## config.mk

```make
export PLATFORM = sky130hd
export DESIGN_NAME = gb_ctrl_top
export DESIGN_NICKNAME = d
export VERILOG_FILES = /design/src/gb_ctrl_pkg.sv /design/src/download_router.sv /design/src/boot_checksum.sv /design/src/palette_loader.sv /design/src/cheat_code_loader.sv /design/src/backup_ram_ctrl.sv /design/src/gb_ctrl_top.sv
export VERILOG_INCLUDE_DIRS = /design/src /design/src/src
export SDC_FILE = /design/constraint.sdc
export NUM_CORES = 1
export LEC_CHECK = 0
export ABC_AREA = 1
export BUFFER_PORTS_ARGS = -buffer_cell sky130_fd_sc_hd__buf_2
export CAP_MARGIN = 15
export CORE_AREA = 2 2 213 215
export CTS_CLUSTER_SIZE = 25
export DETAILED_ROUTE_END_ITERATION = 6
export DIE_AREA = 0 0 215 217
export GPL_TIMING_DRIVEN = 0
export PLACE_DENSITY = 0.66
export SETUP_SLACK_MARGIN = 0.05
export SYNTH_ARGS = -nofsm -noshare
export SYNTH_HDL_FRONTEND = slang
export SYNTH_SLANG_ARGS = --single-unit
```

## constraint.sdc

```tcl
create_clock -name clk_sys -period 4.08 [get_ports clk_sys]
set_input_delay 0.816 -clock clk_sys [delete_from_list [all_inputs] [get_ports clk_sys]]
set_output_delay 0.816 -clock clk_sys [all_outputs]
set_load 0.005 [all_outputs]
```

## src/gb_ctrl_macros.svh

```systemverilog
/*
 * Game console download and backup control
 * Constants for download index decoding, boot ROM check,
 * palette default, cheat layout and clock-chip backup block
 */

`ifndef GB_CTRL_MACROS_SVH
`define GB_CTRL_MACROS_SVH

// Download file index values
`define GB_IDX_CART      6'h01
`define GB_IDX_PALETTE   8'd3
`define GB_IDX_CGB_BOOT  8'd4
`define GB_IDX_DMG_BOOT  8'd5
`define GB_IDX_SGB_BOOT  8'd6
`define GB_IDX_CHEAT     8'hFF
`define GB_IDX_CART_ALT  8'h80

// Byte sum of the genuine colour boot ROM
`define GB_CGB_BOOT_SUM  18'h2F3EA

// Four 24-bit palette entries, low word is padding
`define GB_PALETTE_DEFAULT 128'h828214517356305A5F1A3B4900000000

// Last word of a cheat record, completes the code
`define GB_CHEAT_LAST_OFS 4'd14

// Clock words stored in the extra backup block
`define GB_RTC_WORDS 5

`endif

```

## src/gb_ctrl_pkg.sv

```systemverilog
/*
 * Game console download and backup control
 * Shared vector types, bus structs and FSM states
 */

package gb_ctrl_pkg;

	typedef logic [15:0]  ioctl_word_t;
	typedef logic [24:0]  ioctl_addr_t;
	typedef logic [7:0]   ioctl_index_t;
	typedef logic [17:0]  boot_sum_t;
	typedef logic [31:0]  sd_lba_t;
	typedef logic [7:0]   buff_addr_t;
	typedef logic [16:0]  bk_addr_t;
	typedef logic [7:0]   ram_mask_t;

	// Four display colours, top entry first
	typedef struct packed {
		logic [23:0] pal1;
		logic [23:0] pal2;
		logic [23:0] pal3;
		logic [23:0] pal4;
		logic [31:0] pad;
	} palette_t;

	// Host download bus, one word per wr cycle
	typedef struct packed {
		logic         download;
		logic         wr;
		ioctl_index_t index;
		ioctl_addr_t  addr;
		ioctl_word_t  dout;
	} ioctl_bus_t;

	typedef struct packed {
		logic cart;
		logic palette;
		logic cgb_boot;
		logic dmg_boot;
		logic sgb_boot;
		logic boot_any;
		logic cheat;
	} dl_sel_t;

	// Cheat record, strobe on top
	typedef struct packed {
		logic        strobe;
		logic [31:0] flags;
		logic [31:0] address;
		logic [31:0] compare;
		logic [31:0] replace;
	} gg_code_t;

	typedef struct packed {
		sd_lba_t lba;
		logic    rd;
		logic    wr;
	} sd_req_t;

	// Block device word stream
	typedef struct packed {
		logic        ack;
		buff_addr_t  addr;
		ioctl_word_t dout;
		logic        wr;
	} sd_buff_t;

	typedef struct packed {
		bk_addr_t    addr;
		ioctl_word_t data;
		logic        wr;
		logic        rtc_wr;
	} bk_port_t;

	typedef struct packed {
		logic [31:0] timestamp;
		logic [47:0] savedtime;
		logic        inuse;
	} rtc_save_t;

	typedef enum logic {
		BK_IDLE,
		BK_XFER
	} bk_state_e;

endpackage

```

## src/download_router.sv

```systemverilog
/*
 * Download router
 * Decodes the host file index into per-target select strobes
 * and flags the start and end of a cartridge download
 */

`timescale 1ns/10ps

`include "gb_ctrl_macros.svh"

module download_router
	import gb_ctrl_pkg::*;
(
	input  logic       clk_sys,
	input  logic       reset,
	input  ioctl_bus_t ioctl,
	output dl_sel_t    sel,
	output logic       cart_start,
	output logic       cart_end
);

	logic cart_prev;

	// Target select, only while a download is running
	always_comb begin
		sel = '0;
		if (ioctl.download) begin
			sel.cart     = (ioctl.index[5:0] == `GB_IDX_CART) ||
			               (ioctl.index == `GB_IDX_CART_ALT);
			sel.palette  = (ioctl.index == `GB_IDX_PALETTE);
			sel.cgb_boot = (ioctl.index == `GB_IDX_CGB_BOOT);
			sel.dmg_boot = (ioctl.index == `GB_IDX_DMG_BOOT);
			sel.sgb_boot = (ioctl.index == `GB_IDX_SGB_BOOT);
			sel.cheat    = (ioctl.index == `GB_IDX_CHEAT);
			sel.boot_any = sel.cgb_boot | sel.dmg_boot | sel.sgb_boot;
		end
	end

	// Edge pulses, one cycle after the level changes
	always_ff @(posedge clk_sys) begin
		if (reset) begin
			cart_prev  <= 1'b0;
			cart_start <= 1'b0;
			cart_end   <= 1'b0;
		end else begin
			cart_prev  <= sel.cart;
			cart_start <= sel.cart & ~cart_prev;
			cart_end   <= ~sel.cart & cart_prev;
		end
	end

endmodule

```

## src/boot_checksum.sv

```systemverilog
/*
 * Boot ROM check
 * Tracks whether a custom boot ROM was loaded and sums the bytes
 * of a colour boot ROM to recognise the genuine image
 */

`timescale 1ns/10ps

`include "gb_ctrl_macros.svh"

module boot_checksum
	import gb_ctrl_pkg::*;
(
	input  logic       clk_sys,
	input  logic       reset,
	input  ioctl_bus_t ioctl,
	input  dl_sel_t    sel,
	output logic       boot_gba_en,
	output logic       real_cgb_bios
);

	logic      custom_boot;
	logic      cgb_dl_prev;
	logic      cgb_first;
	boot_sum_t sum;
	boot_sum_t sum_base;
	boot_sum_t word_sum;

	assign cgb_first = sel.cgb_boot & ~cgb_dl_prev;

	// Restart from zero on the first cycle of a new image
	assign sum_base = cgb_first ? '0 : sum;
	assign word_sum = ioctl.wr ? boot_sum_t'(ioctl.dout[15:8]) + boot_sum_t'(ioctl.dout[7:0])
	                           : '0;

	always_ff @(posedge clk_sys) begin
		if (reset) begin
			custom_boot <= 1'b0;
			cgb_dl_prev <= 1'b0;
			sum         <= '0;
		end else begin
			cgb_dl_prev <= sel.cgb_boot;

			// Sticky once any boot image arrives
			if (sel.boot_any)
				custom_boot <= 1'b1;

			if (sel.cgb_boot && (cgb_first || ioctl.wr))
				sum <= sum_base + word_sum;
		end
	end

	assign real_cgb_bios = (sum == `GB_CGB_BOOT_SUM);

	// Built-in ROM or the original one keeps the accelerated boot
	assign boot_gba_en = ~custom_boot | real_cgb_bios;

endmodule

```

## src/palette_loader.sv

```systemverilog
/*
 * Palette loader
 * Holds the four-entry display palette and shifts in
 * downloaded words, starting from a built-in default
 */

`timescale 1ns/10ps

`include "gb_ctrl_macros.svh"

module palette_loader
	import gb_ctrl_pkg::*;
(
	input  logic       clk_sys,
	input  logic       reset,
	input  ioctl_bus_t ioctl,
	input  dl_sel_t    sel,
	output palette_t   palette
);

	// File bytes arrive little endian, entries are stored big endian
	always_ff @(posedge clk_sys) begin
		if (reset) begin
			palette <= palette_t'(`GB_PALETTE_DEFAULT);
		end else if (sel.palette && ioctl.wr) begin
			palette <= palette_t'({palette[111:0], ioctl.dout[7:0], ioctl.dout[15:8]});
		end
	end

endmodule

```

## src/cheat_code_loader.sv

```systemverilog
/*
 * Cheat code loader
 * Assembles a cheat record from 16-bit download words and
 * issues the load strobe and the cheat list clear pulse
 */

`timescale 1ns/10ps

`include "gb_ctrl_macros.svh"

module cheat_code_loader
	import gb_ctrl_pkg::*;
(
	input  logic       clk_sys,
	input  logic       reset,
	input  ioctl_bus_t ioctl,
	input  dl_sel_t    sel,
	output gg_code_t   gg_code,
	output logic       gg_clear
);

	logic        code_wr;
	logic        strobe;
	logic [31:0] flags;
	logic [31:0] address;
	logic [31:0] compare;
	logic [31:0] replace;

	assign code_wr = sel.cheat & ioctl.wr;

	always_ff @(posedge clk_sys) begin
		if (reset) begin
			strobe   <= 1'b0;
			gg_clear <= 1'b0;
		end else begin
			strobe   <= code_wr && (ioctl.addr[3:0] == `GB_CHEAT_LAST_OFS);
			// New cheat file, new cartridge or palette load flushes the list
			gg_clear <= (code_wr && ioctl.addr == '0) ||
			            (sel.cart && ioctl.wr) || (sel.palette && ioctl.wr);
		end
	end

	// Record words, low half first within each field
	always_ff @(posedge clk_sys) begin
		if (code_wr) begin
			case (ioctl.addr[3:0])
				4'd0:  flags[15:0]    <= ioctl.dout;
				4'd2:  flags[31:16]   <= ioctl.dout;
				4'd4:  address[15:0]  <= ioctl.dout;
				4'd6:  address[31:16] <= ioctl.dout;
				4'd8:  compare[15:0]  <= ioctl.dout;
				4'd10: compare[31:16] <= ioctl.dout;
				4'd12: replace[15:0]  <= ioctl.dout;
				`GB_CHEAT_LAST_OFS: replace[31:16] <= ioctl.dout;
				default: ;
			endcase
		end
	end

	assign gg_code = '{strobe: strobe, flags: flags, address: address,
	                   compare: compare, replace: replace};

endmodule

```

## src/backup_ram_ctrl.sv

```systemverilog
/*
 * Backup RAM controller
 * Moves battery-backed cartridge RAM to and from the block device,
 * one 256-word block at a time, plus a clock-chip block when used
 */

`timescale 1ns/10ps

`include "gb_ctrl_macros.svh"

module backup_ram_ctrl
	import gb_ctrl_pkg::*;
(
	input  logic        clk_sys,
	input  logic        reset,
	input  logic        cart_download,
	input  logic        cart_start,
	input  logic        cart_end,
	input  logic        img_mounted,
	input  logic        img_readonly,
	input  logic        img_nonzero,
	input  logic        cart_has_save,
	input  ram_mask_t   ram_mask,
	input  rtc_save_t   rtc,
	input  logic        cram_wr,
	input  logic        osd_status,
	input  logic        load_req,
	input  logic        save_req,
	input  logic        autosave_en,
	input  sd_buff_t    sd_buff,
	input  ioctl_word_t bk_q,
	output sd_req_t     sd_req,
	output ioctl_word_t sd_buff_din,
	output bk_port_t    bk,
	output logic        bk_busy,
	output logic        bk_loading,
	output logic        sav_pending,
	output logic        sav_supported
);

	bk_state_e state;
	sd_lba_t   lba;
	logic      sd_rd;
	logic      sd_wr;
	logic      bk_ena;
	logic      new_load;
	logic      old_load;
	logic      old_save;
	logic      old_ack;
	logic      bk_load;
	logic      bk_save;
	logic      ack_rise;
	logic      ack_fall;
	logic      beyond_mask;
	logic      last_block;
	logic [`GB_RTC_WORDS*16-1:0] rtc_words;

	assign sav_supported = cart_has_save & bk_ena;
	assign bk_load = load_req | new_load;
	assign bk_save = save_req | (sav_pending & osd_status & autosave_en);
	assign ack_rise = sd_buff.ack & ~old_ack;
	assign ack_fall = ~sd_buff.ack & old_ack;

	// Block index past the RAM image means the clock-chip block
	assign beyond_mask = lba[8:0] > {1'b0, ram_mask};
	assign last_block = rtc.inuse ? beyond_mask : (lba[8:0] >= {1'b0, ram_mask});

	////////////////////
	// Enable and pending flags
	always_ff @(posedge clk_sys) begin
		if (reset) begin
			bk_ena      <= 1'b0;
			new_load    <= 1'b0;
			sav_pending <= 1'b0;
		end else begin
			if (cart_start)
				bk_ena <= 1'b0;
			// Save image gets mounted while the cartridge streams in
			if (cart_download && img_mounted && !img_readonly)
				bk_ena <= 1'b1;

			if (cart_end && sav_supported)
				new_load <= 1'b1;
			else if (state == BK_XFER)
				new_load <= 1'b0;

			if (cram_wr && !osd_status && sav_supported)
				sav_pending <= 1'b1;
			else if (state == BK_XFER)
				sav_pending <= 1'b0;
		end
	end

	////////////////////
	// Block transfer FSM
	always_ff @(posedge clk_sys) begin
		if (reset) begin
			state      <= BK_IDLE;
			lba        <= '0;
			sd_rd      <= 1'b0;
			sd_wr      <= 1'b0;
			bk_loading <= 1'b0;
			old_load   <= 1'b0;
			old_save   <= 1'b0;
			old_ack    <= 1'b0;
		end else begin
			old_load <= bk_load;
			old_save <= bk_save;
			old_ack  <= sd_buff.ack;

			// Device took the request
			if (ack_rise) begin
				sd_rd <= 1'b0;
				sd_wr <= 1'b0;
			end

			case (state)
				BK_IDLE: begin
					if (bk_ena && ((bk_load && !old_load) || (bk_save && !old_save))) begin
						state      <= BK_XFER;
						bk_loading <= bk_load;
						lba        <= '0;
						sd_rd      <= bk_load;
						sd_wr      <= ~bk_load;
					end
					// Fresh cartridge pulls its save straight in
					if (cart_end && img_nonzero && bk_ena) begin
						state      <= BK_XFER;
						bk_loading <= 1'b1;
						lba        <= '0;
						sd_rd      <= 1'b1;
						sd_wr      <= 1'b0;
					end
				end
				BK_XFER: begin
					if (ack_fall) begin
						if (last_block) begin
							state      <= BK_IDLE;
							bk_loading <= 1'b0;
						end else begin
							lba   <= lba + 1'b1;
							sd_rd <= bk_loading;
							sd_wr <= ~bk_loading;
						end
					end
				end
				default: state <= BK_IDLE;
			endcase
		end
	end

	assign bk_busy = (state == BK_XFER);
	assign sd_req = '{lba: lba, rd: sd_rd, wr: sd_wr};

	////////////////////
	// Backup data routing
	assign rtc_words = {rtc.savedtime, rtc.timestamp};

	always_comb begin
		bk.addr   = {1'b0, lba[7:0], sd_buff.addr};
		bk.data   = sd_buff.dout;
		bk.wr     = ~beyond_mask & sd_buff.wr & sd_buff.ack;
		bk.rtc_wr = beyond_mask & sd_buff.wr & sd_buff.ack;

		// Timestamp words first, then saved time, rest of the block is padding
		if (!beyond_mask)
			sd_buff_din = bk_q;
		else if (sd_buff.addr < buff_addr_t'(`GB_RTC_WORDS))
			sd_buff_din = rtc_words[sd_buff.addr*16 +: 16];
		else
			sd_buff_din = 16'hFFFF;
	end

endmodule

```

## src/gb_ctrl_top.sv

```systemverilog
/*
 * Download and backup control top level
 * Connects the download router to the boot check, palette,
 * cheat and backup RAM blocks
 */

`timescale 1ns/10ps

module gb_ctrl_top
	import gb_ctrl_pkg::*;
(
	input  logic        clk_sys,
	input  logic        reset,
	input  ioctl_bus_t  ioctl,
	input  logic        img_mounted,
	input  logic        img_readonly,
	input  logic        img_nonzero,
	input  logic        cart_has_save,
	input  ram_mask_t   ram_mask,
	input  rtc_save_t   rtc,
	input  logic        cram_wr,
	input  logic        osd_status,
	input  logic        load_req,
	input  logic        save_req,
	input  logic        autosave_en,
	input  sd_buff_t    sd_buff,
	input  ioctl_word_t bk_q,
	output dl_sel_t     sel,
	output logic        cart_download,
	output logic        cart_start,
	output logic        cart_end,
	output logic        boot_gba_en,
	output logic        real_cgb_bios,
	output palette_t    palette,
	output gg_code_t    gg_code,
	output logic        gg_clear,
	output sd_req_t     sd_req,
	output ioctl_word_t sd_buff_din,
	output bk_port_t    bk,
	output logic        bk_busy,
	output logic        bk_loading,
	output logic        sav_pending,
	output logic        sav_supported
);

	assign cart_download = sel.cart;

	download_router u_router (
		.clk_sys    (clk_sys),
		.reset      (reset),
		.ioctl      (ioctl),
		.sel        (sel),
		.cart_start (cart_start),
		.cart_end   (cart_end)
	);

	boot_checksum u_boot (
		.clk_sys       (clk_sys),
		.reset         (reset),
		.ioctl         (ioctl),
		.sel           (sel),
		.boot_gba_en   (boot_gba_en),
		.real_cgb_bios (real_cgb_bios)
	);

	palette_loader u_palette (
		.clk_sys (clk_sys),
		.reset   (reset),
		.ioctl   (ioctl),
		.sel     (sel),
		.palette (palette)
	);

	cheat_code_loader u_cheat (
		.clk_sys  (clk_sys),
		.reset    (reset),
		.ioctl    (ioctl),
		.sel      (sel),
		.gg_code  (gg_code),
		.gg_clear (gg_clear)
	);

	backup_ram_ctrl u_backup (
		.clk_sys       (clk_sys),
		.reset         (reset),
		.cart_download (sel.cart),
		.cart_start    (cart_start),
		.cart_end      (cart_end),
		.img_mounted   (img_mounted),
		.img_readonly  (img_readonly),
		.img_nonzero   (img_nonzero),
		.cart_has_save (cart_has_save),
		.ram_mask      (ram_mask),
		.rtc           (rtc),
		.cram_wr       (cram_wr),
		.osd_status    (osd_status),
		.load_req      (load_req),
		.save_req      (save_req),
		.autosave_en   (autosave_en),
		.sd_buff       (sd_buff),
		.bk_q          (bk_q),
		.sd_req        (sd_req),
		.sd_buff_din   (sd_buff_din),
		.bk            (bk),
		.bk_busy       (bk_busy),
		.bk_loading    (bk_loading),
		.sav_pending   (sav_pending),
		.sav_supported (sav_supported)
	);

endmodule

```

==> flow_summary.toml <==
[run_status]
status = "finished, final reports clean"

[logic_synthesis]
yosys_most_used_dff = "dfxtp_1"
ys_types = 53
synth_warnings = 0
ys_seq_elements = 323
ys_seq_area_frac = 0.545
synth_enable_flop_cells = 128
syn_area_per_cell_um2 = 8.74
synth_cells = 1627
syn-num-nets = 1848
async_flop_share = 0
netlist_area_um2 = 14200

[clocking]
clk_latency_ns = 0.55
numCtsBuffers = 36
cts_resized = 0
root_buffer = "clkbuf_16"
cts_sinks = 323
cts_max_level = 2
cts_tree = "done"
cts_hold_buf = 0
clk_pin_slew_worst_paths_ns = 0.06
cts_setup_buffers = 0
clk_path_buf_depth = 3

[sta]
fin_crit_sh = 0.888
max_freq_mhz = 276
maxSlewViolCount = 0
finalSetupViolations = 0
worst_pin_slew_ns = 0.957
rsz0062_at_grt = "false"
relSlewSlack = 0.361
hold_violations = 0
finalCriticalPeriod_ns = 3.62
skew_ns = 0.0261

[worst_setup_path]
max_stage_delay_ns = 0.58
worstSetupEndpointType = "output pin"
crit_family = "buffers and inverters"
path_cells = "inv_1 -> ha_1 -> nand3_2 -> nand2_2 -> inv_1 -> buf_4 -> a31oi_1 -> buf_2"
critPathRequiredTime_ns = 3.26
cp_common_cell = "inv_1"
worstSetupPathType = "flop to output pin"
path_buf_inv = 4
critical-path-slowest-cell = "dfxtp_1"
critPathMaxFanout = 10
arrival_ns = 2.81
start_kind = "flop"

[final_layout]
layout_common_cells = "buf_2, nand2_1, nor2_1"
fin_util = 0.425
layout.cells.non_filler = 2835
fill_cells = 4476
final_common_cell = "buf_2"
drive_gt1_frac = 0.313
fin_nets = 2426
syn_to_final_growth_pct = 33.5

[drt]
post_drt_via_cell_ratio = 4.90
drtAntennaViolNets = 0
routed_wl_mm = 53.4
firstDrtPassIters = 6
avgRoutedWirePerCell_um = 18.8
drc = 0
vias = 13900
drt_iter0_drc = 867

[global_routing]
antenna_found_initial = 0
grt_first_pass_wirelength_mm = 78.7
grt_pass1_vias = 13200
gr-usage-all-layers = 0.218
grt_remaining_overflow = 0
grt_max_degree = 17

[power_and_ir_drop]
ir_drop_v = 0.000316
total_power_mw = 7.12
powerDensity_nw_per_um2 = 375
p_leak_nw = 8.48

[place]
io_buffers = 533
dp_cells = 2767
globalplace.congestion = 0.889
dpl.hpwl_mm = 41.1

[floorplanning]
die_x_um = 215
die_area_um2 = 46700
core_um2 = 44700
rows = 78
boundaryPins = 552
initial_core_util = 0.318
die_h_um = 217

[min_path]
worstHoldPathType = "flop to flop"

[job]
max_cap_violations = 0
cells by family after synthesis:
logic type,after synthesis,synth area share
and+or+nand+nor,640,0.192
AOI/OAI and AO/OA,340,0.141
DFF,323,0.545
buffers and inverters,285,0.0900
adders and majority gates,28,0.0257
xor gates and xnor gates,10,0.00616
other,1,0.000264
layout make-up:
| cell class | instances | area, um^2 | share of cell area |
|---|---|---|---|
| well taps | 600 | 751 | 0.0395 |
| flip-flops and latches | 323 | 7750 | 0.408 |
| multi-input cells | 1019 | 5220 | 0.275 |
| clock inverters | 16 | 178 | 0.00936 |
| repair buffers | 540 | 2750 | 0.145 |
| plain buffers | 109 | 619 | 0.0326 |
| diodes | 2 | 5.00 | 0.000264 |
| clock buffers | 50 | 1050 | 0.0556 |
| inverters | 176 | 661 | 0.0348 |
worst reg2reg max path: cells and delay by family (launching register included):
kind / cells / cell delay [ns]
AND/OR/NAND/NOR: 11 / 1.02
buffers and inverters: 5 / 0.68
adder cells (fa/ha/maj): 2 / 0.59
AO/OA/AOI/OAI: 1 / 0.38
flip-flops: 1 / 0.30
path summary, 6_finish.rpt:
kind	startpoint	end	slack, ns	cells after the start
max	u_backup.lba[0]$_SDFFE_PP0P_	sd_buff_din[15]	0.46	8
min	u_router.cart_prev$_SDFF_PP0_	u_router.cart_start$_SDFF_PP0_	0.43	1
max reg2reg	u_boot.cgb_dl_prev$_SDFF_PP0_	u_boot.sum[14]$_SDFFE_PP0P_	1.01	19
min reg2reg	u_router.cart_prev$_SDFF_PP0_	u_router.cart_start$_SDFF_PP0_	0.43	1
through the flow:
stage	hold slack [ns]	setup TNS (ns)	cell area (um^2)	worst slack [ns]
2_1_floorplan	0.402	0	14200	0.699
3_3_place_gp	0.414	-11.85	17600	-0.300
3_5_place_dp	0.426	-0.00617	17700	-0.00617
4_1_cts	0.438	0	19000	0.478
5_1_grt	0.451	0	19000	0.158
6_report	0.433	0	19000	0.458
flip-flops by register name, indices dropped and copies added, names as in the netlist, 18 cells and up:
signal,flops
u_backup.lba,32
u_boot.sum,18
u_cheat.address,32
u_cheat.compare,32
u_cheat.flags,32
u_cheat.replace,32
u_palette.palette,128
cells in the mapped netlist (3+ instances only):
master      n  area (um^2)
a211oi_1   31          233
a211oi_2    3         37.5
a21oi_1    99          495
a31oi_1    18          113
buf_2      21          105
buf_4      39          293
buf_6       5         56.3
clkbuf_1   42          158
dfxtp_1   195         3900
edfxtp_1  128         3840
ha_1       26          325
inv_1     174          653
nand2_1   267         1000
nand3_1    58          290
nand4_1    25          156
nor2_1    225          845
nor2_2      3         18.8
nor2_4      4         45.0
nor3_1     32          160
nor4_1      8         50.1
o211ai_1   30          225
o21a_1      3         22.5
o21ai_0   124          621
o21ai_1     3         15.0
o21bai_1    4         30.0
o221ai_1   16          140
xnor2_1     4         35.0
xor2_1      6         52.6
routing by layer:
metal	share of wire	vias to the layer above	GRT usage	wire length, um
met2	0.47	547	0.362	25300
met1	0.42	6632	0.280	22600
met3	0.074	87	0.0479	3940
li1	-	6621	-	-
met4	0.028	0	0.0756	1500
met5	0	-	0	0
where the power goes:
part / internal (mW) / switching [mW]
combinational: 0.159 / 0.257
clock: 1.96 / 1.39
sequential: 3.35 / 0.00236
total: 5.47 / 1.65
No activity file was read; power rests on OpenSTA's default activity.
